## config.mk

```make
export PLATFORM = sky130hd
export DESIGN_NAME = dmc_top
export DESIGN_NICKNAME = d
export VERILOG_FILES = /design/src/source/dmc_cfg_pkg.sv /design/src/source/dfi_pkg.sv /design/src/source/dmc_app_queue.sv /design/src/source/dmc_controller.sv /design/src/source/dmc_phy.sv /design/src/source/dmc_top.sv
export SDC_FILE = /design/constraint.sdc
export NUM_CORES = 1
export LEC_CHECK = 0
export BUFFER_PORTS_ARGS = -buffer_cell sky130_fd_sc_hd__buf_2
export CAP_MARGIN = 5
export CELL_PAD_IN_SITES_DETAIL_PLACEMENT = 0
export CELL_PAD_IN_SITES_GLOBAL_PLACEMENT = 1
export CORE_MARGIN = 2
export CORE_UTILIZATION = 35
export CTS_CLUSTER_DIAMETER = 30
export DETAILED_ROUTE_END_ITERATION = 8
export GPL_TIMING_DRIVEN = 1
export PLACE_DENSITY_LB_ADDON = 0.1
export SKIP_LAST_GASP = 1
export SLEW_MARGIN = 20
export SYNTH_ARGS = -nofsm -noshare
export SYNTH_HDL_FRONTEND = slang
export SYNTH_HIERARCHICAL = 1
export SYNTH_SLANG_ARGS = --single-unit
export TNS_END_PERCENT = 10
```

## constraint.sdc

```tcl
create_clock -name ui_clk_i -period 3.1 [get_ports ui_clk_i]
set_input_delay 0.155 -clock ui_clk_i [delete_from_list [all_inputs] [get_ports ui_clk_i]]
set_output_delay 0.155 -clock ui_clk_i [all_outputs]
set_load 0.01 [all_outputs]
```

## src/source/dmc_cfg_pkg.sv

```systemverilog
`default_nettype none

package dmc_cfg_pkg;

  typedef logic [1:0]  bank_t;
  typedef logic [11:0] row_t;
  typedef logic [7:0]  col_t;

  // Bank, then row, then column from the top bit down
  typedef logic [21:0] app_addr_t;

  // Timing registers, all counted in ui_clk cycles
  typedef struct packed {
    logic [3:0]  trcd;
    logic [3:0]  tcas;
    logic [3:0]  twr_rp;
    logic [3:0]  trfc;
    logic [11:0] trefi;
    logic [7:0]  init_cycles;
  } dmc_timing_s;

endpackage

`default_nettype wire

```

## src/source/dfi_pkg.sv

```systemverilog
`default_nettype none

package dfi_pkg;

  typedef logic [12:0] dfi_addr_t;

  // Encoded as {cs_n, ras_n, cas_n, we_n}
  typedef enum logic [3:0] {
    MRS     = 4'b0000,
    REF     = 4'b0001,
    PRE_ALL = 4'b0010,
    ACT     = 4'b0011,
    WR      = 4'b0100,
    RD      = 4'b0101,
    NOP     = 4'b0111
  } sdram_cmd_e;

  typedef struct packed {
    sdram_cmd_e         cmd;
    dmc_cfg_pkg::bank_t bank;
    dfi_addr_t          address;
    logic               cke;
  } dfi_cmd_s;

  typedef enum logic [2:0] {
    WRITE = 3'd0,
    READ  = 3'd1
  } app_cmd_e;

  typedef struct packed {
    app_cmd_e               cmd;
    dmc_cfg_pkg::app_addr_t addr;
  } app_req_s;

endpackage

`default_nettype wire

```

## src/source/dmc_app_queue.sv

```systemverilog
`timescale 1ns/100ps
`default_nettype none

module dmc_app_queue
 #(parameter  dq_data_width_p  = 16
  ,parameter  queue_depth_p    = 4
  ,localparam dq_mask_width_lp = dq_data_width_p >> 3)
  (input  logic                                        ui_clk_i
  ,input  logic                                        reset_i
  ,input  logic                                        app_en_i
  ,input  dfi_pkg::app_cmd_e                           app_cmd_i
  ,input  dmc_cfg_pkg::app_addr_t                      app_addr_i
  ,output logic                                        app_rdy_o
  ,input  logic                                        app_wdf_wren_i
  ,input  logic [dq_data_width_p-1:0]                  app_wdf_data_i
  ,input  logic [dq_mask_width_lp-1:0]                 app_wdf_mask_i
  ,output logic                                        app_wdf_rdy_o
  ,input  logic                                        enable_i
  ,output dfi_pkg::app_req_s                           head_o
  ,output logic                                        head_valid_o
  ,output logic [dq_data_width_p+dq_mask_width_lp-1:0] wd_head_o
  ,output logic                                        wd_valid_o
  ,input  logic                                        pop_i);

  import dfi_pkg::*;

  localparam int req_w_lp   = $bits(app_req_s);
  localparam int wd_w_lp    = dq_data_width_p + dq_mask_width_lp;
  localparam int entry_w_lp = (req_w_lp > wd_w_lp) ? req_w_lp : wd_w_lp;
  localparam int ptr_w_lp   = (queue_depth_p > 1) ? $clog2(queue_depth_p) : 1;
  localparam int cnt_w_lp   = $clog2(queue_depth_p + 1);

  // Lane 0 holds commands, lane 1 holds write words
  logic [1:0] push, pop, full, empty;
  logic [entry_w_lp-1:0] din  [2];
  logic [entry_w_lp-1:0] dout [2];

  function automatic logic [ptr_w_lp-1:0] next_ptr(input logic [ptr_w_lp-1:0] p);
    return (p == ptr_w_lp'(queue_depth_p - 1)) ? '0 : p + 1'b1;
  endfunction

  assign app_rdy_o     = enable_i && !full[0];
  assign app_wdf_rdy_o = !full[1];

  assign push[0] = app_en_i && app_rdy_o;
  assign push[1] = app_wdf_wren_i && app_wdf_rdy_o;
  // A write consumes its data word together with the command
  assign pop[0]  = pop_i;
  assign pop[1]  = pop_i && (head_o.cmd == WRITE);

  assign din[0] = entry_w_lp'({app_cmd_i, app_addr_i});
  assign din[1] = entry_w_lp'({app_wdf_mask_i, app_wdf_data_i});

  assign head_o       = dout[0][req_w_lp-1:0];
  assign head_valid_o = !empty[0];
  assign wd_head_o    = dout[1][wd_w_lp-1:0];
  assign wd_valid_o   = !empty[1];

  for (genvar g = 0; g < 2; g++) begin : lane
    logic [entry_w_lp-1:0] mem_r [queue_depth_p];
    logic [ptr_w_lp-1:0]   wr_ptr_r;
    logic [ptr_w_lp-1:0]   rd_ptr_r;
    logic [cnt_w_lp-1:0]   count_r;

    assign full[g]  = (count_r == cnt_w_lp'(queue_depth_p));
    assign empty[g] = (count_r == '0);
    assign dout[g]  = mem_r[rd_ptr_r];

    always_ff @(posedge ui_clk_i) begin
      if (reset_i) begin
        wr_ptr_r <= '0;
        rd_ptr_r <= '0;
        count_r  <= '0;
      end else begin
        if (push[g])
          wr_ptr_r <= next_ptr(wr_ptr_r);
        if (pop[g])
          rd_ptr_r <= next_ptr(rd_ptr_r);
        count_r <= count_r + cnt_w_lp'(push[g]) - cnt_w_lp'(pop[g]);
      end
    end

    always_ff @(posedge ui_clk_i) begin
      if (push[g])
        mem_r[wr_ptr_r] <= din[g];
    end

    // A write must never land on the unread head entry
    a_no_overflow: assert property (@(posedge ui_clk_i) disable iff (reset_i)
      push[g] |-> (empty[g] || (wr_ptr_r != rd_ptr_r)))
      else $error("queue lane %0d written while full", g);
  end

endmodule

`default_nettype wire

```

## src/source/dmc_controller.sv

```systemverilog
`timescale 1ns/100ps
`default_nettype none

module dmc_controller
 #(parameter  dq_data_width_p  = 16
  ,localparam dq_mask_width_lp = dq_data_width_p >> 3)
  (input  logic                                        ui_clk_i
  ,input  logic                                        reset_i
  ,input  dmc_cfg_pkg::dmc_timing_s                    dmc_p_i
  ,input  dfi_pkg::app_req_s                           head_i
  ,input  logic                                        head_valid_i
  ,input  logic [dq_data_width_p+dq_mask_width_lp-1:0] wd_head_i
  ,input  logic                                        wd_valid_i
  ,output logic                                        pop_o
  ,input  logic                                        app_ref_req_i
  ,output logic                                        app_ref_ack_o
  ,output dfi_pkg::dfi_cmd_s                           dfi_cmd_o
  ,output logic                                        dfi_wrdata_en_o
  ,output logic [dq_data_width_p-1:0]                  dfi_wrdata_o
  ,output logic [dq_mask_width_lp-1:0]                 dfi_wrdata_mask_o
  ,output logic                                        dfi_rddata_en_o
  ,output logic                                        init_calib_complete_o);

  import dmc_cfg_pkg::*;
  import dfi_pkg::*;

  typedef enum logic [3:0] {
    INIT_WAIT,
    INIT_PRE,
    INIT_MRS,
    INIT_REF,
    IDLE,
    ACTIVATE,
    ACCESS,
    RECOVER,
    REFRESH
  } state_e;

  state_e      state_r, state_n;
  logic [7:0]  wait_r, wait_n;
  logic        wait_done;
  logic [1:0]  ref_cnt_r;
  logic        init_done_r;
  logic [11:0] refi_cnt_r;
  logic        refi_hit;
  logic        ref_pend_r;
  logic        app_ref_done_r;
  logic        app_ref_ack_r;
  logic        app_ref_take;
  logic        ref_issue;
  logic        access_ok;
  logic [15:0] rd_pipe_r;
  logic [3:0]  act_age_r;
  bank_t       bank;
  row_t        row;
  col_t        col;

  assign {bank, row, col} = head_i.addr;
  assign {dfi_wrdata_mask_o, dfi_wrdata_o} = wd_head_i;

  assign wait_done    = (wait_r <= 8'd1);
  assign refi_hit     = init_done_r && (refi_cnt_r >= dmc_p_i.trefi - 12'd1);
  // An app request is served once per rising level
  assign app_ref_take = app_ref_req_i && !app_ref_done_r;
  assign access_ok    = head_valid_i && ((head_i.cmd == READ) || wd_valid_i);

  // Each read enable lands tcas cycles after the RD reaches the pins
  assign dfi_rddata_en_o       = rd_pipe_r[dmc_p_i.tcas];
  assign app_ref_ack_o         = app_ref_ack_r;
  assign init_calib_complete_o = init_done_r;

  always_comb begin
    state_n           = state_r;
    wait_n            = (wait_r != '0) ? wait_r - 8'd1 : wait_r;
    dfi_cmd_o.cmd     = NOP;
    dfi_cmd_o.bank    = bank;
    dfi_cmd_o.address = '0;
    dfi_cmd_o.cke     = (state_r != INIT_WAIT);
    dfi_wrdata_en_o   = 1'b0;
    pop_o             = 1'b0;
    ref_issue         = 1'b0;
    case (state_r)
      INIT_WAIT: if (wait_done) begin
        wait_n  = 8'd2;
        state_n = INIT_PRE;
      end
      INIT_PRE: if (wait_done) begin
        dfi_cmd_o.cmd     = PRE_ALL;
        dfi_cmd_o.address = 13'h400;
        wait_n            = 8'(dmc_p_i.twr_rp);
        state_n           = INIT_MRS;
      end
      INIT_MRS: if (wait_done) begin
        // Burst length one, CAS latency in A6..A4
        dfi_cmd_o.cmd     = MRS;
        dfi_cmd_o.address = {6'b0, dmc_p_i.tcas[2:0], 4'b0000};
        wait_n            = 8'd2;
        state_n           = INIT_REF;
      end
      INIT_REF: if (wait_done) begin
        if (ref_cnt_r < 2'd2) begin
          dfi_cmd_o.cmd = REF;
          wait_n        = 8'(dmc_p_i.trfc);
        end else begin
          state_n = IDLE;
        end
      end
      IDLE: begin
        if (ref_pend_r || app_ref_take) begin
          dfi_cmd_o.cmd = REF;
          ref_issue     = 1'b1;
          wait_n        = 8'(dmc_p_i.trfc);
          state_n       = REFRESH;
        end else if (access_ok) begin
          dfi_cmd_o.cmd     = ACT;
          dfi_cmd_o.address = {1'b0, row};
          wait_n            = 8'(dmc_p_i.trcd) - 8'd1;
          state_n           = ACTIVATE;
        end
      end
      ACTIVATE: if (wait_done) begin
        state_n = ACCESS;
      end
      ACCESS: begin
        // A10 set for auto-precharge
        dfi_cmd_o.address = {2'b00, 1'b1, 2'b00, col};
        if (head_i.cmd == READ) begin
          dfi_cmd_o.cmd = RD;
        end else begin
          dfi_cmd_o.cmd   = WR;
          dfi_wrdata_en_o = 1'b1;
        end
        pop_o   = 1'b1;
        wait_n  = 8'(dmc_p_i.twr_rp);
        state_n = RECOVER;
      end
      RECOVER, REFRESH: if (wait_done) begin
        state_n = IDLE;
      end
      default: state_n = INIT_WAIT;
    endcase
  end

  always_ff @(posedge ui_clk_i) begin
    if (reset_i) begin
      state_r        <= INIT_WAIT;
      wait_r         <= dmc_p_i.init_cycles;
      ref_cnt_r      <= '0;
      init_done_r    <= 1'b0;
      refi_cnt_r     <= '0;
      ref_pend_r     <= 1'b0;
      app_ref_done_r <= 1'b0;
      app_ref_ack_r  <= 1'b0;
      rd_pipe_r      <= '0;
      act_age_r      <= '0;
    end else begin
      state_r <= state_n;
      wait_r  <= wait_n;
      if (state_r == INIT_REF && wait_done && ref_cnt_r < 2'd2)
        ref_cnt_r <= ref_cnt_r + 2'd1;
      if (state_r == INIT_REF && state_n == IDLE)
        init_done_r <= 1'b1;
      if (init_done_r)
        refi_cnt_r <= refi_hit ? '0 : refi_cnt_r + 12'd1;
      if (refi_hit)
        ref_pend_r <= 1'b1;
      else if (ref_issue)
        ref_pend_r <= 1'b0;
      if (!app_ref_req_i)
        app_ref_done_r <= 1'b0;
      else if (ref_issue)
        app_ref_done_r <= 1'b1;
      app_ref_ack_r <= ref_issue && app_ref_take;
      rd_pipe_r     <= {rd_pipe_r[14:0], dfi_cmd_o.cmd == RD};
      if (dfi_cmd_o.cmd == ACT)
        act_age_r <= 4'd1;
      else if (act_age_r != 4'hf)
        act_age_r <= act_age_r + 4'd1;
    end
  end

  a_no_access_before_init: assert property (@(posedge ui_clk_i) disable iff (reset_i)
    !init_done_r |-> !(dfi_cmd_o.cmd inside {ACT, RD, WR}))
    else $error("access command issued before init complete");

  a_trcd: assert property (@(posedge ui_clk_i) disable iff (reset_i)
    (dfi_cmd_o.cmd inside {RD, WR}) |-> (act_age_r >= dmc_p_i.trcd))
    else $error("RD or WR issued inside trcd of ACT");

endmodule

`default_nettype wire

```

## src/source/dmc_phy.sv

```systemverilog
`timescale 1ns/100ps
`default_nettype none

module dmc_phy
 #(parameter  dq_data_width_p  = 16
  ,localparam dq_mask_width_lp = dq_data_width_p >> 3)
  (input  logic                        ui_clk_i
  ,input  logic                        reset_i
  ,input  dfi_pkg::dfi_cmd_s           dfi_cmd_i
  ,input  logic                        dfi_wrdata_en_i
  ,input  logic [dq_data_width_p-1:0]  dfi_wrdata_i
  ,input  logic [dq_mask_width_lp-1:0] dfi_wrdata_mask_i
  ,input  logic                        dfi_rddata_en_i
  ,output logic [dq_data_width_p-1:0]  dfi_rddata_o
  ,output logic                        dfi_rddata_valid_o
  ,output logic                        ddr_cke_o
  ,output logic                        ddr_cs_n_o
  ,output logic                        ddr_ras_n_o
  ,output logic                        ddr_cas_n_o
  ,output logic                        ddr_we_n_o
  ,output dmc_cfg_pkg::bank_t          ddr_ba_o
  ,output dfi_pkg::dfi_addr_t          ddr_addr_o
  ,output logic [dq_data_width_p-1:0]  ddr_dq_oen_o
  ,output logic [dq_data_width_p-1:0]  ddr_dq_o
  ,output logic [dq_mask_width_lp-1:0] ddr_dm_o
  ,input  logic [dq_data_width_p-1:0]  ddr_dq_i);

  import dfi_pkg::*;

  logic cs_n, ras_n, cas_n, we_n;

  // Command encoding is the strobe pattern itself
  assign {cs_n, ras_n, cas_n, we_n} = dfi_cmd_i.cmd;

  always_ff @(posedge ui_clk_i) begin
    if (reset_i) begin
      ddr_cke_o <= 1'b0;
      {ddr_cs_n_o, ddr_ras_n_o, ddr_cas_n_o, ddr_we_n_o} <= NOP;
      ddr_dq_oen_o       <= '1;
      dfi_rddata_valid_o <= 1'b0;
    end else begin
      ddr_cke_o   <= dfi_cmd_i.cke;
      ddr_cs_n_o  <= cs_n;
      ddr_ras_n_o <= ras_n;
      ddr_cas_n_o <= cas_n;
      ddr_we_n_o  <= we_n;
      // Drive dq only in the cycle the WR sits on the pins
      ddr_dq_oen_o       <= {dq_data_width_p{!dfi_wrdata_en_i}};
      dfi_rddata_valid_o <= dfi_rddata_en_i;
    end
  end

  always_ff @(posedge ui_clk_i) begin
    ddr_ba_o   <= dfi_cmd_i.bank;
    ddr_addr_o <= dfi_cmd_i.address;
    if (dfi_wrdata_en_i) begin
      ddr_dq_o <= dfi_wrdata_i;
      ddr_dm_o <= dfi_wrdata_mask_i;
    end
    if (dfi_rddata_en_i)
      dfi_rddata_o <= ddr_dq_i;
  end

endmodule

`default_nettype wire

```

## src/source/dmc_top.sv

```systemverilog
`timescale 1ns/100ps
`default_nettype none

module dmc_top
 #(parameter  dq_data_width_p  = 16
  ,parameter  queue_depth_p    = 4
  ,localparam dq_mask_width_lp = dq_data_width_p >> 3)
  (input  logic                        ui_clk_i
  ,input  logic                        reset_i
  ,input  dmc_cfg_pkg::dmc_timing_s    dmc_p_i
  // User interface
  ,input  dmc_cfg_pkg::app_addr_t      app_addr_i
  ,input  dfi_pkg::app_cmd_e           app_cmd_i
  ,input  logic                        app_en_i
  ,output logic                        app_rdy_o
  ,input  logic                        app_wdf_wren_i
  ,input  logic [dq_data_width_p-1:0]  app_wdf_data_i
  ,input  logic [dq_mask_width_lp-1:0] app_wdf_mask_i
  ,input  logic                        app_wdf_end_i
  ,output logic                        app_wdf_rdy_o
  ,output logic                        app_rd_data_valid_o
  ,output logic [dq_data_width_p-1:0]  app_rd_data_o
  ,output logic                        app_rd_data_end_o
  ,input  logic                        app_ref_req_i
  ,output logic                        app_ref_ack_o
  ,output logic                        init_calib_complete_o
  // SDRAM pins
  ,output logic                        ddr_cke_o
  ,output logic                        ddr_cs_n_o
  ,output logic                        ddr_ras_n_o
  ,output logic                        ddr_cas_n_o
  ,output logic                        ddr_we_n_o
  ,output dmc_cfg_pkg::bank_t          ddr_ba_o
  ,output dfi_pkg::dfi_addr_t          ddr_addr_o
  ,output logic [dq_data_width_p-1:0]  ddr_dq_oen_o
  ,output logic [dq_data_width_p-1:0]  ddr_dq_o
  ,output logic [dq_mask_width_lp-1:0] ddr_dm_o
  ,input  logic [dq_data_width_p-1:0]  ddr_dq_i);

  import dfi_pkg::*;

  app_req_s                                  head;
  logic                                      head_valid;
  logic [dq_data_width_p+dq_mask_width_lp-1:0] wd_head;
  logic                                      wd_valid;
  logic                                      pop;
  dfi_cmd_s                                  dfi_cmd;
  logic                                      dfi_wrdata_en;
  logic [dq_data_width_p-1:0]                dfi_wrdata;
  logic [dq_mask_width_lp-1:0]               dfi_wrdata_mask;
  logic                                      dfi_rddata_en;

  // Single-word transfers, so every valid word is also the last
  assign app_rd_data_end_o = app_rd_data_valid_o;

  dmc_app_queue #
    (.dq_data_width_p ( dq_data_width_p )
    ,.queue_depth_p   ( queue_depth_p   ))
  dmc_app_queue_i
    (.ui_clk_i       ( ui_clk_i              )
    ,.reset_i        ( reset_i               )
    ,.app_en_i       ( app_en_i              )
    ,.app_cmd_i      ( app_cmd_i             )
    ,.app_addr_i     ( app_addr_i            )
    ,.app_rdy_o      ( app_rdy_o             )
    ,.app_wdf_wren_i ( app_wdf_wren_i        )
    ,.app_wdf_data_i ( app_wdf_data_i        )
    ,.app_wdf_mask_i ( app_wdf_mask_i        )
    ,.app_wdf_rdy_o  ( app_wdf_rdy_o         )
    ,.enable_i       ( init_calib_complete_o )
    ,.head_o         ( head                  )
    ,.head_valid_o   ( head_valid            )
    ,.wd_head_o      ( wd_head               )
    ,.wd_valid_o     ( wd_valid              )
    ,.pop_i          ( pop                   ));

  dmc_controller #(.dq_data_width_p(dq_data_width_p)) dmc_controller_i
    (.ui_clk_i              ( ui_clk_i              )
    ,.reset_i               ( reset_i               )
    ,.dmc_p_i               ( dmc_p_i               )
    ,.head_i                ( head                  )
    ,.head_valid_i          ( head_valid            )
    ,.wd_head_i             ( wd_head               )
    ,.wd_valid_i            ( wd_valid              )
    ,.pop_o                 ( pop                   )
    ,.app_ref_req_i         ( app_ref_req_i         )
    ,.app_ref_ack_o         ( app_ref_ack_o         )
    ,.dfi_cmd_o             ( dfi_cmd               )
    ,.dfi_wrdata_en_o       ( dfi_wrdata_en         )
    ,.dfi_wrdata_o          ( dfi_wrdata            )
    ,.dfi_wrdata_mask_o     ( dfi_wrdata_mask       )
    ,.dfi_rddata_en_o       ( dfi_rddata_en         )
    ,.init_calib_complete_o ( init_calib_complete_o ));

  dmc_phy #(.dq_data_width_p(dq_data_width_p)) dmc_phy_i
    (.ui_clk_i           ( ui_clk_i            )
    ,.reset_i            ( reset_i             )
    ,.dfi_cmd_i          ( dfi_cmd             )
    ,.dfi_wrdata_en_i    ( dfi_wrdata_en       )
    ,.dfi_wrdata_i       ( dfi_wrdata          )
    ,.dfi_wrdata_mask_i  ( dfi_wrdata_mask     )
    ,.dfi_rddata_en_i    ( dfi_rddata_en       )
    ,.dfi_rddata_o       ( app_rd_data_o       )
    ,.dfi_rddata_valid_o ( app_rd_data_valid_o )
    ,.ddr_cke_o          ( ddr_cke_o           )
    ,.ddr_cs_n_o         ( ddr_cs_n_o          )
    ,.ddr_ras_n_o        ( ddr_ras_n_o         )
    ,.ddr_cas_n_o        ( ddr_cas_n_o         )
    ,.ddr_we_n_o         ( ddr_we_n_o          )
    ,.ddr_ba_o           ( ddr_ba_o            )
    ,.ddr_addr_o         ( ddr_addr_o          )
    ,.ddr_dq_oen_o       ( ddr_dq_oen_o        )
    ,.ddr_dq_o           ( ddr_dq_o            )
    ,.ddr_dm_o           ( ddr_dm_o            )
    ,.ddr_dq_i           ( ddr_dq_i            ));

endmodule

`default_nettype wire

```

==> impl_metrics.toml <==
[placement]
port_buffers = 175
place_congestion = 0.701
place_hpwl_microns = 16400

[worst_setup_path]
crit_path_top_delay_cell = "mux4_2"
start_kind = "register"
max_stage_delay_ps = 560
critical_path.endpoint_type = "register"
cp_max_fo = 4
critPathBufInv = 2
worstPathRequired_ps = 3570
crit_chain = "mux4_2, nand4bb_1, a2111oi_4, buf_4, a221oi_1, a32oi_1, dlygate4sd3_1"
path_delay_family = "compound AO/OA/AOI/OAI gates"
crit_type = "reg2reg"
worstPathArrival_ps = 3350

[floorplanning]
ios = 177
die_area_sq_um = 35800
rows = 67
initial_utilization_pct = 35.7
fp.dieW_microns = 189
core_sq_um = 33700
die_y_microns = 189

[route]
ant_nets = 0
dr.pass1.iters = 4
wl_met1_microns = 11700
wl_met2_microns = 11900
wl_met3_microns = 1690
vias = 7283
drtIter0Drc = 324
drt-total-wl_microns = 25900
wire_per_inst_microns = 16.5
drt_drc_violations_left = 0
viasPerCell = 4.63
dr.max_layer_used = "met4"

[sta]
min_period_ps = 2880
finalHoldViolCount = 1
fin_skew_ps = 30.8
fmax_mhz = 347
timing.hold.ws_ps = -2.90
finalCritPeriodShare_pct = 93.0
drv_slew = 0
setup_viol = 0
fin_setup_tns_ps = 0
rsz0062_at_grt = "false"
slew_headroom_pct = 30.6
tightest_slew_ps = 1040

[job]
max_cap_viol_count = 0

[finish]
drive_above_1_share_pct = 33.2
area_growth_pct = 35.7
fin_nets = 1203
nFillCells = 3034

[status]
status = "finished with violations"
violations = "hold timing"

[power]
seqPwrFrac_pct = 37.0
ir_drop_mv = 0.440
leakage_nw = 6.01
p_per_area_nw_per_um2 = 717
p_switching_w = 0.00249
p_int_w = 0.00921
switching_share_pct = 21.2
combPwrFrac_pct = 3.9
p_clk_share_pct = 59.1

[synth]
ys_seq_elements = 292
synth.distinct_cells = 67
avgSynthCellArea_sq_um = 15.2
ys.flop_type = "edfxtp_1"
asyncSetResetFlopFracSynth_pct = 0
synth-edff-count = 206
yosys_warnings = 6
synth_area_sq_um = 12000
synth_cells = 789
ys_seq_area_share_pct = 65.8

[global_routing]
antenna_found_initial = 1
grt_use_total_pct = 14.6
grt_max_degree = 40
grt-ovfl-total = 0
grt_pass1_vias = 7695
grt_first_pass_wirelength_microns = 41000

[clock_tree]
postCtsSetupRepairBufs = 0
numCtsBuffers = 70
cts_buffer_depth = 3
cts_tree = "done"
root_buffer = "clkbuf_16"
path_clk_slew_ps = 50
clk_latency_ps = 550
htreeDepth = 3
clock_sinks = 292

[min_path]
hp-class = "in2reg"
==> worst paths after layout <==
path | startpoint | endpoint | slack, ps | depth (start not counted)
worst min-delay path | dmc_p_i[28] | dmc_phy_i/ddr_addr_o[4] | -3 | 3
worst max-delay path | register | dmc_controller_i/wait_r[3] | 220 | 7
worst max register to register | register | dmc_controller_i/wait_r[3] | 220 | 7
worst min register to register | dmc_controller_i/rd_pipe_r[2] | dmc_controller_i/rd_pipe_r[3] | 450 | 1
==> synth_stat cells (all sizes together) (3+ instances only) <==
cell | instances | area [sq um]
or2 | 5 | 31.3
a221oi | 3 | 26.3
a32oi | 3 | 26.3
or3 | 4 | 35.0
a31oi | 4 | 25.0
a22o | 8 | 70.1
mux4 | 48 | 1080
o41ai | 3 | 26.3
mux2i | 5 | 50.1
nand3 | 9 | 45.0
a211oi | 13 | 97.6
inv | 32 | 120
edfxtp | 206 | 6190
and2 | 9 | 56.3
nor3 | 15 | 80.1
and3 | 6 | 37.5
nor3b | 6 | 45.0
or4 | 3 | 22.5
nor4 | 8 | 65.1
o31ai | 7 | 66.3
a21oi | 16 | 80.1
a2111oi | 3 | 33.8
buf | 48 | 340
nor2b | 25 | 156
nor4b | 3 | 32.5
nand4 | 12 | 81.3
nand2 | 31 | 116
xor2 | 12 | 105
o21ai | 19 | 95.1
ha | 32 | 400
a22oi | 4 | 30.0
nor2 | 35 | 131
xnor2 | 21 | 184
dfxtp | 86 | 1720
nand2b | 5 | 31.3
clkbuf | 18 | 67.6
==> per-stage QoR <==
stage	setup slack, ps	util (%)	cell area, sq um	power (W)	instances
2_1_floorplan	318	-	12000	0.00464	790
3_3_place_gp	364	39.3	13300	0.00477	1369
3_5_place_dp	369	39.3	13300	0.00478	1369
4_1_cts	116	48.3	16300	0.0119	1573
5_1_grt	50.5	48.4	16300	0.0121	1574
6_report	217	48.4	16300	0.0117	1574
==> per-layer routing <==
layer | up-vias | GRT usage (%)
met1 | 3451 | 18.4
met3 | 54 | 4.26
met2 | 216 | 23.6
met5 | - | 0
met4 | 0 | 5.81
li1 | 3562 | -
==> kinds of logic after synthesis <==
family	after synthesis	synth area share [%]
mux	54	9.54
other cells	1	0.0312
flops	292	65.8
fa+ha+maj	34	3.67
xor+xnor	33	2.41
buf+inv	98	4.39
compound gates	97	5.76
simple gates	180	8.39
==> power groups by stage <==
stage | clock (W) | combinational (W) | sequential [W]
6_report | 0.00691 | 0.000456 | 0.00433
3_3_place_gp | 0 | 0.000376 | 0.00440
2_1_floorplan | 0 | 0.000252 | 0.00439
3_5_place_dp | 0 | 0.000380 | 0.00440
4_1_cts | 0.00706 | 0.000464 | 0.00433
5_1_grt | 0.00727 | 0.000513 | 0.00434
==> final cells by class <==
| type | instances | area, sq um | area share [%] |
|---|---|---|---|
| well taps | 448 | 561 | 3.44 |
| multi-input cells | 400 | 3610 | 22.1 |
| diodes | 1 | 2.50 | 0.0153 |
| clock buffers | 82 | 1820 | 11.1 |
| flip-flops and latches | 292 | 7910 | 48.5 |
| clock inverters | 47 | 470 | 2.88 |
| inverters | 32 | 120 | 0.737 |
| repair buffers | 272 | 1820 | 11.1 |
==> cells in the final DEF, fill, tap and decap left out, types with 5 or more instances in the layout <==
cell type and n:
xor2_1 12, clkinvlp_4 7, xnor2_1 21, nand2_1 31, buf_2 175, ha_1 32
clkinv_2 16, mux2i_1 5, nand2b_1 5, mux4_2 48, nand3_1 9, buf_4 20
clkbuf_1 10, nor3b_1 6, inv_1 31, nor2_1 34, dlygate4sd3_1 75, a22o_1 8
clkinv_1 10, and2_1 9, a211oi_1 13, dfxtp_1 85, nand4_1 11, a21oi_1 16
o21ai_0 17, edfxtp_1 206, and3_1 6, bufinv_16 6, nor2b_1 25, nor3_1 14
clkbuf_16 70, nor4_1 7, o31ai_1 6
==> worst reg2reg max path, stage by stage (launching register included) <==
cell and delay, ps:
dfxtp_2 380, mux4_2 560, nand4bb_1 330, a2111oi_4 500, buf_4 200, a221oi_1 80
a32oi_1 200, dlygate4sd3_1 560
==> flip-flops by register name (all words and copies together), names as in the netlist, 2 cells and up, named ones only <==
name / count
dmc_app_queue_i/lane.rd_ptr_r: 4
dmc_phy_i/ddr_dq_o: 16
dmc_controller_i/refi_cnt_r: 12
dmc_controller_i/rd_pipe_r: 16
dmc_phy_i/ddr_dm_o: 2
dmc_phy_i/dfi_rddata_o: 16
dmc_controller_i/ref_cnt_r: 2
dmc_phy_i/ddr_ba_o: 2
dmc_app_queue_i/lane.count_r: 6
dmc_app_queue_i/lane.wr_ptr_r: 4
dmc_controller_i/state_r: 4
dmc_app_queue_i/lane.mem_r: 172
dmc_phy_i/ddr_addr_o: 13
dmc_controller_i/wait_r: 8
==> repair_timing <==
| action | CTS | global route |
|---|---|---|
| setup endpoints to repair | 0 | 3 |
| hold buffers | 75 | 0 |
| resized for setup | 0 | 2 |
| endpoints found under the hold margin | 202 | 0 |
Note: power is estimated with default switching activity, not from simulation.
